## config.mk

```make
export PLATFORM = sky130hd
export DESIGN_NAME = cfg_cmd_source
export DESIGN_NICKNAME = d
export VERILOG_FILES = /design/src/mem_sys_pkg.sv /design/src/cfg_cmd_source.sv
export VERILOG_INCLUDE_DIRS = /design/src
export SDC_FILE = /design/constraint.sdc
export NUM_CORES = 1
export LEC_CHECK = 0
export ABC_AREA = 1
export BUFFER_PORTS_ARGS = -buffer_cell sky130_fd_sc_hd__buf_2
export CAP_MARGIN = 5
export CORE_AREA = 5 5 78 80
export CTS_BUF_LIST = sky130_fd_sc_hd__clkbuf_8
export CTS_CLUSTER_DIAMETER = 60
export DETAILED_ROUTE_END_ITERATION = 16
export DIE_AREA = 0 0 83 85
export PLACE_DENSITY = 0.74
export SYNTH_ARGS = -nofsm -noshare
export SYNTH_HDL_FRONTEND = slang
export SYNTH_SLANG_ARGS = --single-unit
```

## constraint.sdc

```tcl
create_clock -name clk_i -period 1.4 [get_ports clk_i]
set_input_delay 0.07 -clock clk_i [delete_from_list [all_inputs] [get_ports clk_i]]
set_output_delay 0.07 -clock clk_i [all_outputs]
set_load 0.005 [all_outputs]
```

## src/mem_sys_params.svh

```systemverilog
//#################################################
// Widths, address map and config sequence constants
// Memory words and FIFO depth must be powers of two
//#################################################
`ifndef MEM_SYS_PARAMS_SVH
`define MEM_SYS_PARAMS_SVH

`define MS_ADDR_WIDTH 32
`define MS_DATA_WIDTH 32
`define MS_SEL_WIDTH 4

// Address field widths of the I/O view
`define MS_DEV_WIDTH 8
`define MS_REG_WIDTH 16

`define MS_MEM_WORDS 1024
`define MS_FIFO_DEPTH 4

// I/O device ids
`define MS_DEV_HOST 8'h01
`define MS_DEV_CFG 8'h02

// Register offsets within a device
`define MS_REG_FREEZE 16'd0
`define MS_REG_CORE_ID 16'd4
`define MS_REG_FINISH 16'd0

// Loader sequence: freeze, core id, unfreeze
`define MS_CFG_STEPS 3
`define MS_CORE_ID_VALUE 32'h0000_0005

`endif

```

## src/mem_sys_pkg.sv

```systemverilog
//#################################################
// Address word types; both views are one address wide
//#################################################
`include "mem_sys_params.svh"

package mem_sys_pkg;

   // DRAM view, byte offset into the array
   typedef struct packed
   {
      logic                        is_dram;
      logic [`MS_ADDR_WIDTH-2:0]   offset;
   } ms_dram_addr_s;

   // I/O view, device and register pair
   typedef struct packed
   {
      logic                        is_dram;
      logic [`MS_ADDR_WIDTH-2-`MS_DEV_WIDTH-`MS_REG_WIDTH:0] pad;
      logic [`MS_DEV_WIDTH-1:0]    dev;
      logic [`MS_REG_WIDTH-1:0]    reg_off;
   } ms_io_addr_s;

   // is_dram sits in the top bit of both views
   typedef union packed
   {
      ms_dram_addr_s               dram;
      ms_io_addr_s                 io;
   } ms_addr_u;

endpackage

```

## src/cfg_cmd_source.sv

```systemverilog
//#################################################
// Loader owns the link until done; ext waits before
//#################################################
`timescale 1ns/1ns
`include "mem_sys_params.svh"

module cfg_cmd_source
   import mem_sys_pkg::*;
(
   input  logic                       clk_i,
   input  logic                       rst_n_i,

   input  logic                       ext_cyc_i,
   input  logic                       ext_stb_i,
   input  logic                       ext_we_i,
   input  ms_addr_u                   ext_adr_i,
   input  logic [`MS_DATA_WIDTH-1:0]  ext_dat_i,
   input  logic [`MS_SEL_WIDTH-1:0]   ext_sel_i,
   output logic [`MS_DATA_WIDTH-1:0]  ext_dat_o,
   output logic                       ext_ack_o,
   output logic                       ext_err_o,

   output logic                       src_cyc_o,
   output logic                       src_stb_o,
   output logic                       src_we_o,
   output ms_addr_u                   src_adr_o,
   output logic [`MS_DATA_WIDTH-1:0]  src_dat_o,
   output logic [`MS_SEL_WIDTH-1:0]   src_sel_o,
   input  logic [`MS_DATA_WIDTH-1:0]  src_dat_i,
   input  logic                       src_ack_i,
   input  logic                       src_err_i,

   output logic                       cfg_done_o
);

   // Step 0 is idle after reset, steps 1..3 are the loader writes
   logic [1:0]                 step_q;
   logic                       done_q;
   ms_addr_u                   cfg_adr;
   logic [`MS_DATA_WIDTH-1:0]  cfg_dat;

   always_ff @(posedge clk_i)
   begin
      if (!rst_n_i)
      begin
         step_q <= 2'd0;
         done_q <= 1'b0;
      end
      else if (!done_q)
      begin
         if (step_q == 2'd0)
            step_q <= 2'd1;
         else if (src_ack_i)
         begin
            if (step_q == 2'(`MS_CFG_STEPS))
               done_q <= 1'b1;
            else
               step_q <= step_q + 2'd1;
         end
      end
   end

   always_comb
   begin
      cfg_adr        = '0;
      cfg_adr.io.dev = `MS_DEV_CFG;
      cfg_dat        = '0;
      case (step_q)
         2'd1:
         begin
            cfg_adr.io.reg_off = `MS_REG_FREEZE;
            cfg_dat            = `MS_DATA_WIDTH'(1);
         end
         2'd2:
         begin
            cfg_adr.io.reg_off = `MS_REG_CORE_ID;
            cfg_dat            = `MS_CORE_ID_VALUE;
         end
         default:
         begin
            // Last step clears freeze
            cfg_adr.io.reg_off = `MS_REG_FREEZE;
            cfg_dat            = '0;
         end
      endcase
   end

   // Fixed arbitration, the two owners never overlap
   always_comb
   begin
      if (!done_q)
      begin
         src_cyc_o = (step_q != 2'd0);
         src_stb_o = (step_q != 2'd0);
         src_we_o  = 1'b1;
         src_adr_o = cfg_adr;
         src_dat_o = cfg_dat;
         src_sel_o = '1;
         ext_dat_o = '0;
         ext_ack_o = 1'b0;
         ext_err_o = 1'b0;
      end
      else
      begin
         src_cyc_o = ext_cyc_i;
         src_stb_o = ext_stb_i;
         src_we_o  = ext_we_i;
         src_adr_o = ext_adr_i;
         src_dat_o = ext_dat_i;
         src_sel_o = ext_sel_i;
         ext_dat_o = src_dat_i;
         ext_ack_o = src_ack_i;
         ext_err_o = src_err_i;
      end
   end

   assign cfg_done_o = done_q;

endmodule

```

==> flow_summary.ini <==
[run_status]
status = finished, final reports clean

[power]
power_uw = 1180
p_leak_uw = 0.00216
ir_worst_vdd_mv = 0.619
pwr_density_cell_nw_per_um2 = 534

[hold_path]
holdCritPathClass = primary input to flop

[critical_path]
critPathCaptureType = output port
path_depth = 5
r2r_cells = 6
r2r_end = step_q[0]
required_ps = 1330
worst-path-buf-inv = 3
worstPathCellList = inv_1 -> ha_1 -> inv_1 -> o21ai_0 -> buf_2
start_kind = flop
path_class = flop to output port
crit_top_cell = inv_1
rr_startpoint = step_q[0]
cp_max_fo = 5
cp-endpoint = src_dat_o[0]
critical-path-max-stage-delay_ps = 350
cp.arrival_ps = 1210
crit_family = flip-flops
r2r_slack_ps = 320
critPathSlowestCell = dfxtp_2
crit_start = step_q[0]

[clock_network]
cts_tree = yes
insertion_delay_ps = 220
ctsResizeCount = 0
cts_hold_buf = 0
clkTransAtPathRegs_ps = 30
cts_buffer_depth = 2
cts-htree-levels = 1
cts_made_buffers = 3
root_buffer = clkbuf_8
clock_sink_count = 3
cts_setup_buffers = 0

[synthesis]
syn_nets = 354
yosysWarnings = 0
syn_inst = 243
ys_seq_area_share_pct = 5.67
synth_cell_types = 13
avgSynthCellArea_um2 = 4.36
syn_area_um2 = 1060
synth_seq_cells = 3

[sta]
clock_skew_ps = 2.20
fin_crit_sh_pct = 91.4
post-route-min-period_ps = 1280
setup_tns_ps = 0
holdWs_ps = 96.5
tightest_slew_ps = 244
relSlewSlack_pct = 83.7
finalHoldViolCount = 0
max_freq_mhz = 781
slew_violations = 0
rsz0062_at_grt = false
setup_violations = 0

[cells_and_area]
num-nets-final = 562
fin_cells = 522
num-fill-cells = 586
antennaDiodeCount = 0
multi_input_area_um2 = 544
fin_util_pct = 41.6
area_delta_synth_final_pct = 109
drive_above_1_share_pct = 49.1
regArea_um2 = 63.8

[routing]
drt_pass1_iterations = 4
vias = 1895
drt_iter0_markers = 77
routed_wl_um = 5030
wl_per_cell_um = 9.64
drc = 0
ant_nets = 0
via_per_inst = 3.63

[global_routing]
grt_start_max_net_pins = 55
grt_overflow = 0
grt_usage_pct = 12.6
grt_first_pass_wirelength_um = 7840
first_global_vias = 1773
antenna_found_initial = 0

[floorplanning]
initial_core_util_pct = 19.9
core_um2 = 5340
die_width_um = 83
dieArea_um2 = 7060
fp-row-count = 27
pin_count = 213
die_h_um = 85

[placed_design]
port_buffers = 212
dp_hpwl_um = 4440
gp_congestion = 0.920
dp.cells = 518

[flow_run]
max_cap_violations = 0
## through the flow
step | setup WS, ps | cell area (µm²)
final | 120 | 2220
after global routing | 45.8 | 2220
after CTS | 51.1 | 2220
after detailed placement | 279 | 2170
after global placement | 297 | 2170
after floorplan | 361 | 1060
## registers in the layout (all words and copies together), names as in the netlist
name and cells:
cfg_done_o 1, step_q 2
## cell type report
class                           count  share of cell area, %
Multi-Input combinational cell    129                   24.5
Tap cell                           72                   4.06
Clock inverter                      1                  0.169
Inverter                          100                   16.9
Sequential cell                     3                   2.87
Clock buffer                        3                   1.86
Timing Repair Buffer              214                   49.6
## report_power, final
| group | switching, µW | internal [µW] | leakage [µW] |
|---|---|---|---|
| Clock | 68.1 | 188 | 0.0000269 |
| Sequential | 37.3 | 120 | 0.0000257 |
| Combinational | 392 | 380 | 0.00211 |
| Total | 497 | 688 | 0.00216 |
## per-layer routing
layer  part of all wire (%)  GRT usage [%]  wire (µm)  up-vias
li1                       -              -          -     1039
met1                     38           14.0       1920      766
met2                     52           23.3       2600       81
met3                    8.5           3.59        428        9
met4                    1.5           3.71         76        0
met5                      0              0          0        -
## layout by cell type, fill, tap and decap left out
cell | netlist | routed
nand3_1 | 2 | 2
dfxtp_2 | 0 | 3
or2_1 | 6 | 6
o21ai_0 | 1 | 1
a21boi_0 | 1 | 1
ha_1 | 4 | 4
nor2_1 | 4 | 4
buf_2 | 1 | 212
buf_12 | 0 | 2
inv_1 | 99 | 100
nand2_1 | 109 | 109
inv_2 | 1 | 1
clkbuf_8 | 0 | 3
a21oi_1 | 2 | 2
## cell families after synthesis
| kind of cell | after synthesis | share of synthesized area (%) |
|---|---|---|
| AO/OA/AOI/OAI | 4 | 2.12 |
| adder cells (fa/ha/maj) | 4 | 4.72 |
| buffers and inverters | 111 | 43.0 |
| flip-flops | 3 | 5.67 |
| AND/OR/NAND/NOR | 121 | 44.5 |
## Yosys cell counts
cell type / n / area (µm²)
a21boi_0: 1 / 7.51
a21oi_1: 2 / 10.0
buf_2: 1 / 5.00
buf_4: 10 / 75.1
dfxtp_1: 3 / 60.1
ha_1: 4 / 50.1
inv_1: 99 / 372
inv_2: 1 / 3.75
nand2_1: 109 / 409
nand3_1: 2 / 10.0
nor2_1: 4 / 15.0
o21ai_0: 1 / 5.00
or2_1: 6 / 37.5
## worst min-delay path: stages
cell     delay (ps)
buf_2           120
nand2_1          60
nor2_1           30
## worst min-delay path by stage
| stage | startpoint | endpoint | depth (start not counted) | slack (ps) |
|---|---|---|---|---|
| after floorplan | rst_n_i | step_q[1] | 2 | 190 |
| after global placement | rst_n_i | step_q[0] | 3 | 320 |
| after detailed placement | rst_n_i | step_q[1] | 3 | 330 |
| after CTS | rst_n_i | step_q[1] | 3 | 90 |
| after global routing | rst_n_i | step_q[1] | 3 | 100 |
| final | rst_n_i | step_q[1] | 3 | 100 |
Power figures use the tool's default switching activity.
