File: config.mk
export PLATFORM = sky130hd
export DESIGN_NAME = cmd_bridge_fifo
export DESIGN_NICKNAME = d
export VERILOG_FILES = /design/src/mem_sys_pkg.sv /design/src/cmd_bridge_fifo.sv
export VERILOG_INCLUDE_DIRS = /design/src
export SDC_FILE = /design/constraint.sdc
export NUM_CORES = 1
export LEC_CHECK = 0
export BUFFER_PORTS_ARGS = -buffer_cell sky130_fd_sc_hd__buf_2
export CAP_MARGIN = 30
export CORE_MARGIN = 4
export CORE_UTILIZATION = 55
export CTS_CLUSTER_SIZE = 10
export DETAILED_ROUTE_END_ITERATION = 7
export GPL_TIMING_DRIVEN = 0
export PLACE_DENSITY_LB_ADDON = 0.15
export SYNTH_ARGS = -nofsm -noshare
export SYNTH_HDL_FRONTEND = slang
export SYNTH_SLANG_ARGS = --single-unit
File: constraint.sdc
create_clock -name clk_i -period 7.3 [get_ports clk_i]
set_clock_uncertainty 0.1 [all_clocks]
set_input_delay 0.365 -clock clk_i [delete_from_list [all_inputs] [get_ports clk_i]]
set_output_delay 0.365 -clock clk_i [all_outputs]
set_load 0.01 [all_outputs]
File: src/mem_sys_params.svh
//#################################################
// Widths, address map and config sequence constants
// Memory words and FIFO depth must be powers of two
//#################################################
`ifndef MEM_SYS_PARAMS_SVH
`define MEM_SYS_PARAMS_SVH

`define MS_ADDR_WIDTH 32
`define MS_DATA_WIDTH 32
`define MS_SEL_WIDTH 4

// Address field widths of the I/O view
`define MS_DEV_WIDTH 8
`define MS_REG_WIDTH 16

`define MS_MEM_WORDS 1024
`define MS_FIFO_DEPTH 4

// I/O device ids
`define MS_DEV_HOST 8'h01
`define MS_DEV_CFG 8'h02

// Register offsets within a device
`define MS_REG_FREEZE 16'd0
`define MS_REG_CORE_ID 16'd4
`define MS_REG_FINISH 16'd0

// Loader sequence: freeze, core id, unfreeze
`define MS_CFG_STEPS 3
`define MS_CORE_ID_VALUE 32'h0000_0005

`endif

File: src/mem_sys_pkg.sv
//#################################################
// Address word types; both views are one address wide
//#################################################
`include "mem_sys_params.svh"

package mem_sys_pkg;

   // DRAM view, byte offset into the array
   typedef struct packed
   {
      logic                        is_dram;
      logic [`MS_ADDR_WIDTH-2:0]   offset;
   } ms_dram_addr_s;

   // I/O view, device and register pair
   typedef struct packed
   {
      logic                        is_dram;
      logic [`MS_ADDR_WIDTH-2-`MS_DEV_WIDTH-`MS_REG_WIDTH:0] pad;
      logic [`MS_DEV_WIDTH-1:0]    dev;
      logic [`MS_REG_WIDTH-1:0]    reg_off;
   } ms_io_addr_s;

   // is_dram sits in the top bit of both views
   typedef union packed
   {
      ms_dram_addr_s               dram;
      ms_io_addr_s                 io;
   } ms_addr_u;

endpackage

File: src/cmd_bridge_fifo.sv
//#################################################
// Writes are posted and their errors dropped
// One read in flight; master must hold it until answered
//#################################################
`timescale 1ns/1ns
`include "mem_sys_params.svh"

module cmd_bridge_fifo
   import mem_sys_pkg::*;
(
   input  logic                       clk_i,
   input  logic                       rst_n_i,

   input  logic                       s_cyc_i,
   input  logic                       s_stb_i,
   input  logic                       s_we_i,
   input  ms_addr_u                   s_adr_i,
   input  logic [`MS_DATA_WIDTH-1:0]  s_dat_i,
   input  logic [`MS_SEL_WIDTH-1:0]   s_sel_i,
   output logic [`MS_DATA_WIDTH-1:0]  s_dat_o,
   output logic                       s_ack_o,
   output logic                       s_err_o,

   output logic                       m_cyc_o,
   output logic                       m_stb_o,
   output logic                       m_we_o,
   output ms_addr_u                   m_adr_o,
   output logic [`MS_DATA_WIDTH-1:0]  m_dat_o,
   output logic [`MS_SEL_WIDTH-1:0]   m_sel_o,
   input  logic [`MS_DATA_WIDTH-1:0]  m_dat_i,
   input  logic                       m_ack_i,
   input  logic                       m_err_i
);

   localparam int PTR_W = $clog2(`MS_FIFO_DEPTH);

   logic                       fifo_we  [`MS_FIFO_DEPTH];
   ms_addr_u                   fifo_adr [`MS_FIFO_DEPTH];
   logic [`MS_DATA_WIDTH-1:0]  fifo_dat [`MS_FIFO_DEPTH];
   logic [`MS_SEL_WIDTH-1:0]   fifo_sel [`MS_FIFO_DEPTH];

   // Pointers carry one wrap bit above the index
   logic [PTR_W:0]             wr_ptr_q;
   logic [PTR_W:0]             rd_ptr_q;
   logic [PTR_W-1:0]           wr_idx;
   logic [PTR_W-1:0]           rd_idx;
   logic                       rd_pend_q;
   logic                       fifo_empty;
   logic                       fifo_full;
   logic                       s_req;
   logic                       push;
   logic                       pop;
   logic                       rd_done;

   assign wr_idx     = wr_ptr_q[PTR_W-1:0];
   assign rd_idx     = rd_ptr_q[PTR_W-1:0];
   assign fifo_empty = (wr_ptr_q == rd_ptr_q);
   assign fifo_full  = (wr_ptr_q[PTR_W] != rd_ptr_q[PTR_W]) && (wr_idx == rd_idx);

   // Ignore the request on its own response cycle
   assign s_req = s_cyc_i && s_stb_i && !s_ack_o && !s_err_o;

   // A read enters once, then the slave side waits on it
   assign push    = s_req && !fifo_full && (s_we_i || !rd_pend_q);
   assign pop     = !fifo_empty && (m_ack_i || m_err_i);
   assign rd_done = pop && !m_we_o;

   always_ff @(posedge clk_i)
   begin
      if (!rst_n_i)
      begin
         wr_ptr_q  <= '0;
         rd_ptr_q  <= '0;
         rd_pend_q <= 1'b0;
         s_ack_o   <= 1'b0;
         s_err_o   <= 1'b0;
      end
      else
      begin
         s_ack_o <= (push && s_we_i) || (rd_done && m_ack_i);
         s_err_o <= rd_done && m_err_i;
         if (push)
            wr_ptr_q <= wr_ptr_q + (PTR_W+1)'(1);
         if (pop)
            rd_ptr_q <= rd_ptr_q + (PTR_W+1)'(1);
         if (push && !s_we_i)
            rd_pend_q <= 1'b1;
         else if (rd_done)
            rd_pend_q <= 1'b0;
      end
   end

   always_ff @(posedge clk_i)
   begin
      if (push)
      begin
         fifo_we[wr_idx]  <= s_we_i;
         fifo_adr[wr_idx] <= s_adr_i;
         fifo_dat[wr_idx] <= s_dat_i;
         fifo_sel[wr_idx] <= s_sel_i;
      end
      if (rd_done)
         s_dat_o <= m_dat_i;
   end

   // Head of the queue is presented until the target answers
   assign m_cyc_o = !fifo_empty;
   assign m_stb_o = !fifo_empty;
   assign m_we_o  = fifo_we[rd_idx];
   assign m_adr_o = fifo_adr[rd_idx];
   assign m_dat_o = fifo_dat[rd_idx];
   assign m_sel_o = fifo_sel[rd_idx];

endmodule

==> impl_results.md, run 1 <==
* Status: completed
* Area delta synth->final at 31.0%
* Crit-path max FO at 10
* Vias/cell at 5.37
* Slew HR at 0.365
* Detail Placement HPWL at 13200 um
* Portion of netlist area occupied by mux cells at 0.137
* Post-synth top cells: 308 x edfxtp_1, 69 x mux4_2, 11 x dfxtp_1
* Final Setup Violations at 0
* Leading area contributor after synthesis: edfxtp_1
* Clock-pin slew on the worst setup and hold paths at 0.05 ns
* Vias in the first global route at 6635
* Adder-Cell Fraction of Synth Area at 0.00545
* First-pass GRT wire length at 36100 um
* CTS Buffer Depth at 3
* Worst hold path class: input port to register
* EDFF count, synth at 308
* Total grt overflow at 0
* IO Count at 212
* Initial antenna violation count at 1
* Worst path arrival time at 2.38 ns
* Routed wire length on met3 at 1190 um
* Die Y at 152 um
* Die footprint at 0.0232 mm2
* CTS tree: built
* Average cell area after synthesis at 25.5 um2
* Final Critical Period at 2.85 ns
* Max VDD drop at 0.226 mV
* Starting Density at 0.564
* Ratio of final minimum period to clock period at 0.390
* Wirelength per Cell at 21.0 um
* Unrepaired setup endpoints after global routing: no
* DRT iter0 DRCs at 287
* Top post-synthesis cells by area: edfxtp_1 81%, mux4_2 14%, dfxtp_1 1.9%
* Count leader, synth: edfxtp_1
* Clk_lat worst skew at 0.50 ns
* Die span in x at 152 um
* Main combinational cell family by area after synthesis: multiplexers
* Seq/Total Area, Yosys at 0.825
* Syn Nets at 562
* Setup CP Type: register to output pin
* Simple-Gate Fraction of Synth Area at 0.0130
* Nets at 918
* DRT Pass-1 Iters at 4
* Synth top area share at 0.806
* Setup TNS at 0 ns
* Slew @ Worst Pin at 0.950 ns
* Routed Wire Length at 22800 um
* Ratio of cells with drive above 1 in the final layout at 0.425
* Switching share of total power at 0.243
* Pwr per Cell Area at 318 mW/mm2
* Post-route ant nets at 0
* Endpoints failing hold at 0
* Flop2flop setup slack at 4.96 ns
* DRC at 0
* Num rows at 52
* CTS-repair resized insts at 0
* IO buf count at 211
* Largest net degree at the start of global routing at 38
* Metal-1 WL at 8770 um
* Ys Warns at 0
* Core Area at 0.0204 mm2
* P_int at 3620 uW
* Max Slew Vio Count at 0
* Flops & latches, synth at 319
* Reg power frac at 0.450
* Fmax at 351 MHz
* Synth Area in Compound Gates at 0.00458
* H-tree levels at 2
* Clk sinks at 319
* Clock share of power at 0.342
* DR vias at 5842
* Top Metal Used: met4
* Synthesized area at 0.0115 mm2
* DR WL met2 at 12300 um
* Logic gate share of total power at 0.208
* Xor/xnor share of the synthesized area at 0.00458
* Post CTS Setup Buffer Count at 0
* Most used DFF post-synth: edfxtp_1
* Ys async rst share at 0
* Num CTS Buffers at 38
* Crit path launch type: register
* Max Cap Viol at 0
* Hold_ws at 0.0311 ns
* NetSw at 1170 uW
* Synth unique cells at 33
* Cells after Synth at 450
* Critical path data required time at 6.84 ns
* Setup crit end kind: output pin
* GP Congestion at 0.699
* Root buf cell: clkbuf_16
* Leak pwr at 0.00530 uW
* GRT Total Usage at 0.199
-- cell usage in the layout, fill, tap and decap left out, types with 2 or more instances in the layout --
master         count
and2_1             3
and2_4             4
and3_1             2
buf_12             4
buf_2            219
buf_4              4
clkbuf_1          13
clkbuf_16         41
dfxtp_1           11
diode_2            2
dlygate4sd3_1    101
edfxtp_1         308
ha_1               5
inv_1              3
mux2i_1            2
mux4_2            69
nand2_1            2
nor2b_1            2
xnor2_1            2
xor2_1             4
-- registers in the layout, indices dropped and copies added, names as in the netlist, named ones only --
signal,flops
fifo_sel,16
s_dat_o,32
s_ack_o,1
wr_ptr_q,3
rd_pend_q,1
s_err_o,1
rd_ptr_q,3
fifo_dat,128
fifo_we,4
fifo_adr,128
-- kinds of logic (layout without fill, tap and decap cells) --
logic type / Yosys count / after routing
AND/OR/NAND/NOR: 20 / 20
multiplexers: 71 / 71
other: 0 / 2
adder cells (fa/ha/maj): 5 / 5
buffers and inverters: 22 / 388
XOR/XNOR: 6 / 6
flip-flops: 319 / 319
AO/OA/AOI/OAI: 7 / 7
-- final timing paths --
kind | startpoint | to | cells after the start
max | register | m_adr_o[30] | 5
min | m_err_i | s_err_o | 2
max reg2reg | wr_ptr_q[1] | fifo_adr[3][14] | 5
min reg2reg | rd_pend_q | rd_pend_q | 2
-- layout make-up --
class / instances / area, um2
buffer: 19 / 109
timing repair buffer: 316 / 2150
tap: 270 / 338
antenna: 2 / 5.00
fill: 1156 / 5330
inverter: 3 / 11.3
sequential: 319 / 9470
multi-input combinational: 109 / 1890
clock inverter: 1 / 8.76
clock buffer: 49 / 1060
-- metal layers --
layer	vias up	GRT usage
li1	2613	-
met2	175	0.352
met5	-	0
met3	48	0.0500
met1	3006	0.243
met4	0	0.0653
-- power by group through the flow --
stage / sequential [uW] / combinational [uW] / clock (uW)
3_3_place_gp: 2190 / 948 / 0
4_1_cts: 2160 / 1020 / 1670
3_5_place_dp: 2190 / 966 / 0
5_1_grt: 2160 / 1070 / 1760
6_report: 2160 / 997 / 1640
2_1_floorplan: 2200 / 596 / 0
-- worst max-delay path: stages, from the launching register on --
cell      delay (ns)
dfxtp_1         0.30
buf_2           0.20
clkbuf_1        0.48
buf_2           0.37
mux4_2          0.37
buf_2           0.16
-- metrics by stage --
step,cell area [um2],setup slack (ns),cells,util,power [uW]
global placement,12900,4.18,931,0.632,3130
detailed placement,13000,4.84,935,0.636,3160
CTS,15000,4.38,1086,0.738,4840
global route,15000,4.31,1088,0.738,4990
floorplan,11500,4.95,450,-,2800
finish,15000,4.45,1088,0.738,4790
-- timing repair --
item / in CTS / in global routing
setup endpoints to repair: 0 / 0
hold endpoints to repair: 305 / 0
hold buffers: 101 / 0
(Power assumes the default switching activity.)
==> run 2, diff against run 1 <==
--- a/config.mk
+++ b/config.mk
@@ -6,6 +6,7 @@
 export SDC_FILE = /design/constraint.sdc
 export NUM_CORES = 1
 export LEC_CHECK = 0
+export ABC_AREA = 1
 export BUFFER_PORTS_ARGS = -buffer_cell sky130_fd_sc_hd__buf_2
 export CAP_MARGIN = 30
 export CORE_MARGIN = 4
==> constraint.sdc (replaced) <==
create_clock -name clk_i -period 2.8 [get_ports clk_i]
set_clock_uncertainty 0.1 [all_clocks]
set_input_delay 0.14 -clock clk_i [delete_from_list [all_inputs] [get_ports clk_i]]
set_output_delay 0.14 -clock clk_i [all_outputs]
set_load 0.01 [all_outputs]
==> impl_results.md, run 2 <==
* Endpoints failing hold at 0
* Die span in x at 154 um
* Synth top area share at 0.789
* Unrepaired setup endpoints after global routing: no
* Starting Density at 0.559
* Slew @ Worst Pin at 0.589 ns
* Leak pwr at 0.00562 uW
* Setup CP Type: register to output pin
* Wirelength per Cell at 19.5 um
* Die footprint at 0.0237 mm2
* Final Setup Violations at 0
* Initial antenna violation count at 1
* Max Cap Viol at 0
* Largest net degree at the start of global routing at 30
* Nets at 1270
* DR vias at 7871
* Crit path launch type: register
* Fmax at 397 MHz
* Most used DFF post-synth: edfxtp_1
* Crit-path max FO at 10
* Root buf cell: clkbuf_16
* Routed Wire Length at 28100 um
* Max Slew Vio Count at 0
* Final core utilization at 0.735
* Area delta synth->final at 31.5%
* First-pass GRT wire length at 43700 um
* Count leader, synth: edfxtp_1
* Ratio of cells with drive above 1 in the final layout at 0.248
* Synth unique cells at 23
* Leading area contributor after synthesis: edfxtp_1
* Ys Warns at 0
* Die Y at 154 um
* Max VDD drop at 0.664 mV
* Vias/cell at 5.47
* Ratio of final minimum period to clock period at 0.901
* GRT Total Usage at 0.234
* CTS tree: built
* H-tree levels at 2
* Slew HR at 0.606
* Vias in the first global route at 8013
* Final non-filler cell total at 1440
* Seq/Total Area, Yosys at 0.808
* Cells after DPL at 1285
* Total grt overflow at 0
* Worst hold path class: input port to register
* Pwr per Cell Area at 788 mW/mm2
* Total Power at 12100 uW
* Worst path arrival time at 2.28 ns
* Most frequent cells in the layout: 308 x edfxtp_1, 228 x buf_2, 144 x nor2_1
* Synthesized area at 0.0117 mm2
* Pre-CTS setup slack at 0.0308 ns
* Clock-pin slew on the worst setup and hold paths at 0.06 ns
* Average cell area after synthesis at 14.8 um2
* CTS Buffer Depth at 3
* Biggest regs: fifo_adr (128), fifo_dat (128), s_dat_o (32)
* Critical path data required time at 2.56 ns
* Clk sinks at 319
* Most common cell after layout, fill and taps aside: edfxtp_1
* Core Area at 0.0210 mm2
* Num CTS Buffers at 37
* Ys async rst share at 0
* Flops & latches, synth at 319
* Final Critical Period at 2.52 ns
* IO buf count at 211
* Status: completed
* DRT Pass-1 Iters at 5
* DRC at 0
* Cells after Synth at 789
* GP Congestion at 0.760
* DRT iter0 DRCs at 656
* Detail Placement HPWL at 16500 um
* Top post-synthesis cells by area: edfxtp_1 79%, o21ai_0 5.6%, nor2_1 4.7%
* Syn Nets at 901
* Fin area at 0.0154 mm2
* Post-route ant nets at 0
* Setup crit end kind: output pin
* IO Count at 212
* Clk_lat worst skew at 0.50 ns
* DP Area at 0.0134 mm2
* Post-synth top cells: 308 x edfxtp_1, 148 x nor2_1, 130 x o21ai_0
* Num rows at 53
* Final worst slack at 0.278 ns
* EDFF count, synth at 308
[run 2: changes by cell type after synthesis, sizes merged, moves of 11 or more]
cell	before	now
nor2	0	148
o21ai	2	138
mux4	69	0
o22ai	0	68
nand2	2	25
clkbuf	5	25
inv	3	17
nand3	0	11
[run 2: worst paths after layout]
| check | depth (start not counted) | from | end | slack [ns] |
|---|---|---|---|---|
| setup reg to reg | 7 | wr_ptr_q[0] | fifo_adr[3][24] | 0.32 |
| hold / removal | 2 | m_dat_i[1] | s_dat_o[1] | 0.26 |
| setup / recovery | 7 | register | m_dat_o[17] | 0.28 |
| hold reg to reg | 2 | rd_pend_q | rd_pend_q | 0.38 |
[run 2: logic make-up (layout without fill, tap and decap cells)]
logic type,Yosys count,in the layout,synth area share
compound gates,213,213,0.0983
xor+xnor,2,2,0.00150
fa+ha+maj,5,5,0.00534
buf+inv,63,438,0.0241
flops,319,319,0.808
other cells,0,1,0
simple gates,187,187,0.0625
[run 2: area by class of cell]
cell class	instances	area, um2
Tap cell	275	344
Clock buffer	45	956
Fill cell	1340	5550
Inverter	17	66.3
Sequential cell	319	9470
Multi-Input combinational cell	407	1990
Timing Repair Buffer	330	2360
Buffer	46	216
Antenna cell	1	2.50
[run 2: repair_timing]
action / CTS / global route
hold buffers: 108 / 0
resized for setup: 0 / 0
endpoints found under the hold margin: 317 / 0
buffers inserted: 0 / 1
endpoints found under the setup margin: 0 / 27
[run 2: critical path, stage by stage, from the launching register on]
cell and delay [ns]:
dfxtp_1 0.37, buf_6 0.18, inv_4 0.06, buf_6 0.14
clkbuf_1 0.39, o21ai_0 0.17, o22ai_1 0.26, buf_2 0.21
[run 2: layer usage]
layer | up-vias | global-route usage | part of all wire | wire length (um)
met2 | 324 | 0.398 | 0.50 | 14100
met4 | 0 | 0.0505 | 0.015 | 416
met1 | 3832 | 0.313 | 0.40 | 11300
met5 | - | 0 | 0 | 0
met3 | 33 | 0.0549 | 0.082 | 2300
li1 | 3682 | - | - | -
[run 2: per-stage QoR]
| stage | hold WS [ns] | TNS, ns |
|---|---|---|
| after global placement | 0.216 | -546.02 |
| after CTS | 0.234 | 0 |
| after global routing | 0.267 | 0 |
| after detailed placement | 0.218 | 0 |
| after floorplan | 0.139 | -127.33 |
| final | 0.260 | 0 |
[run 2: power breakdown]
group | internal, uW | switching, uW | leakage, uW
Combinational | 926 | 1630 | 0.00227
Sequential | 5510 | 80.3 | 0.00289
Clock | 2360 | 1630 | 0.000465
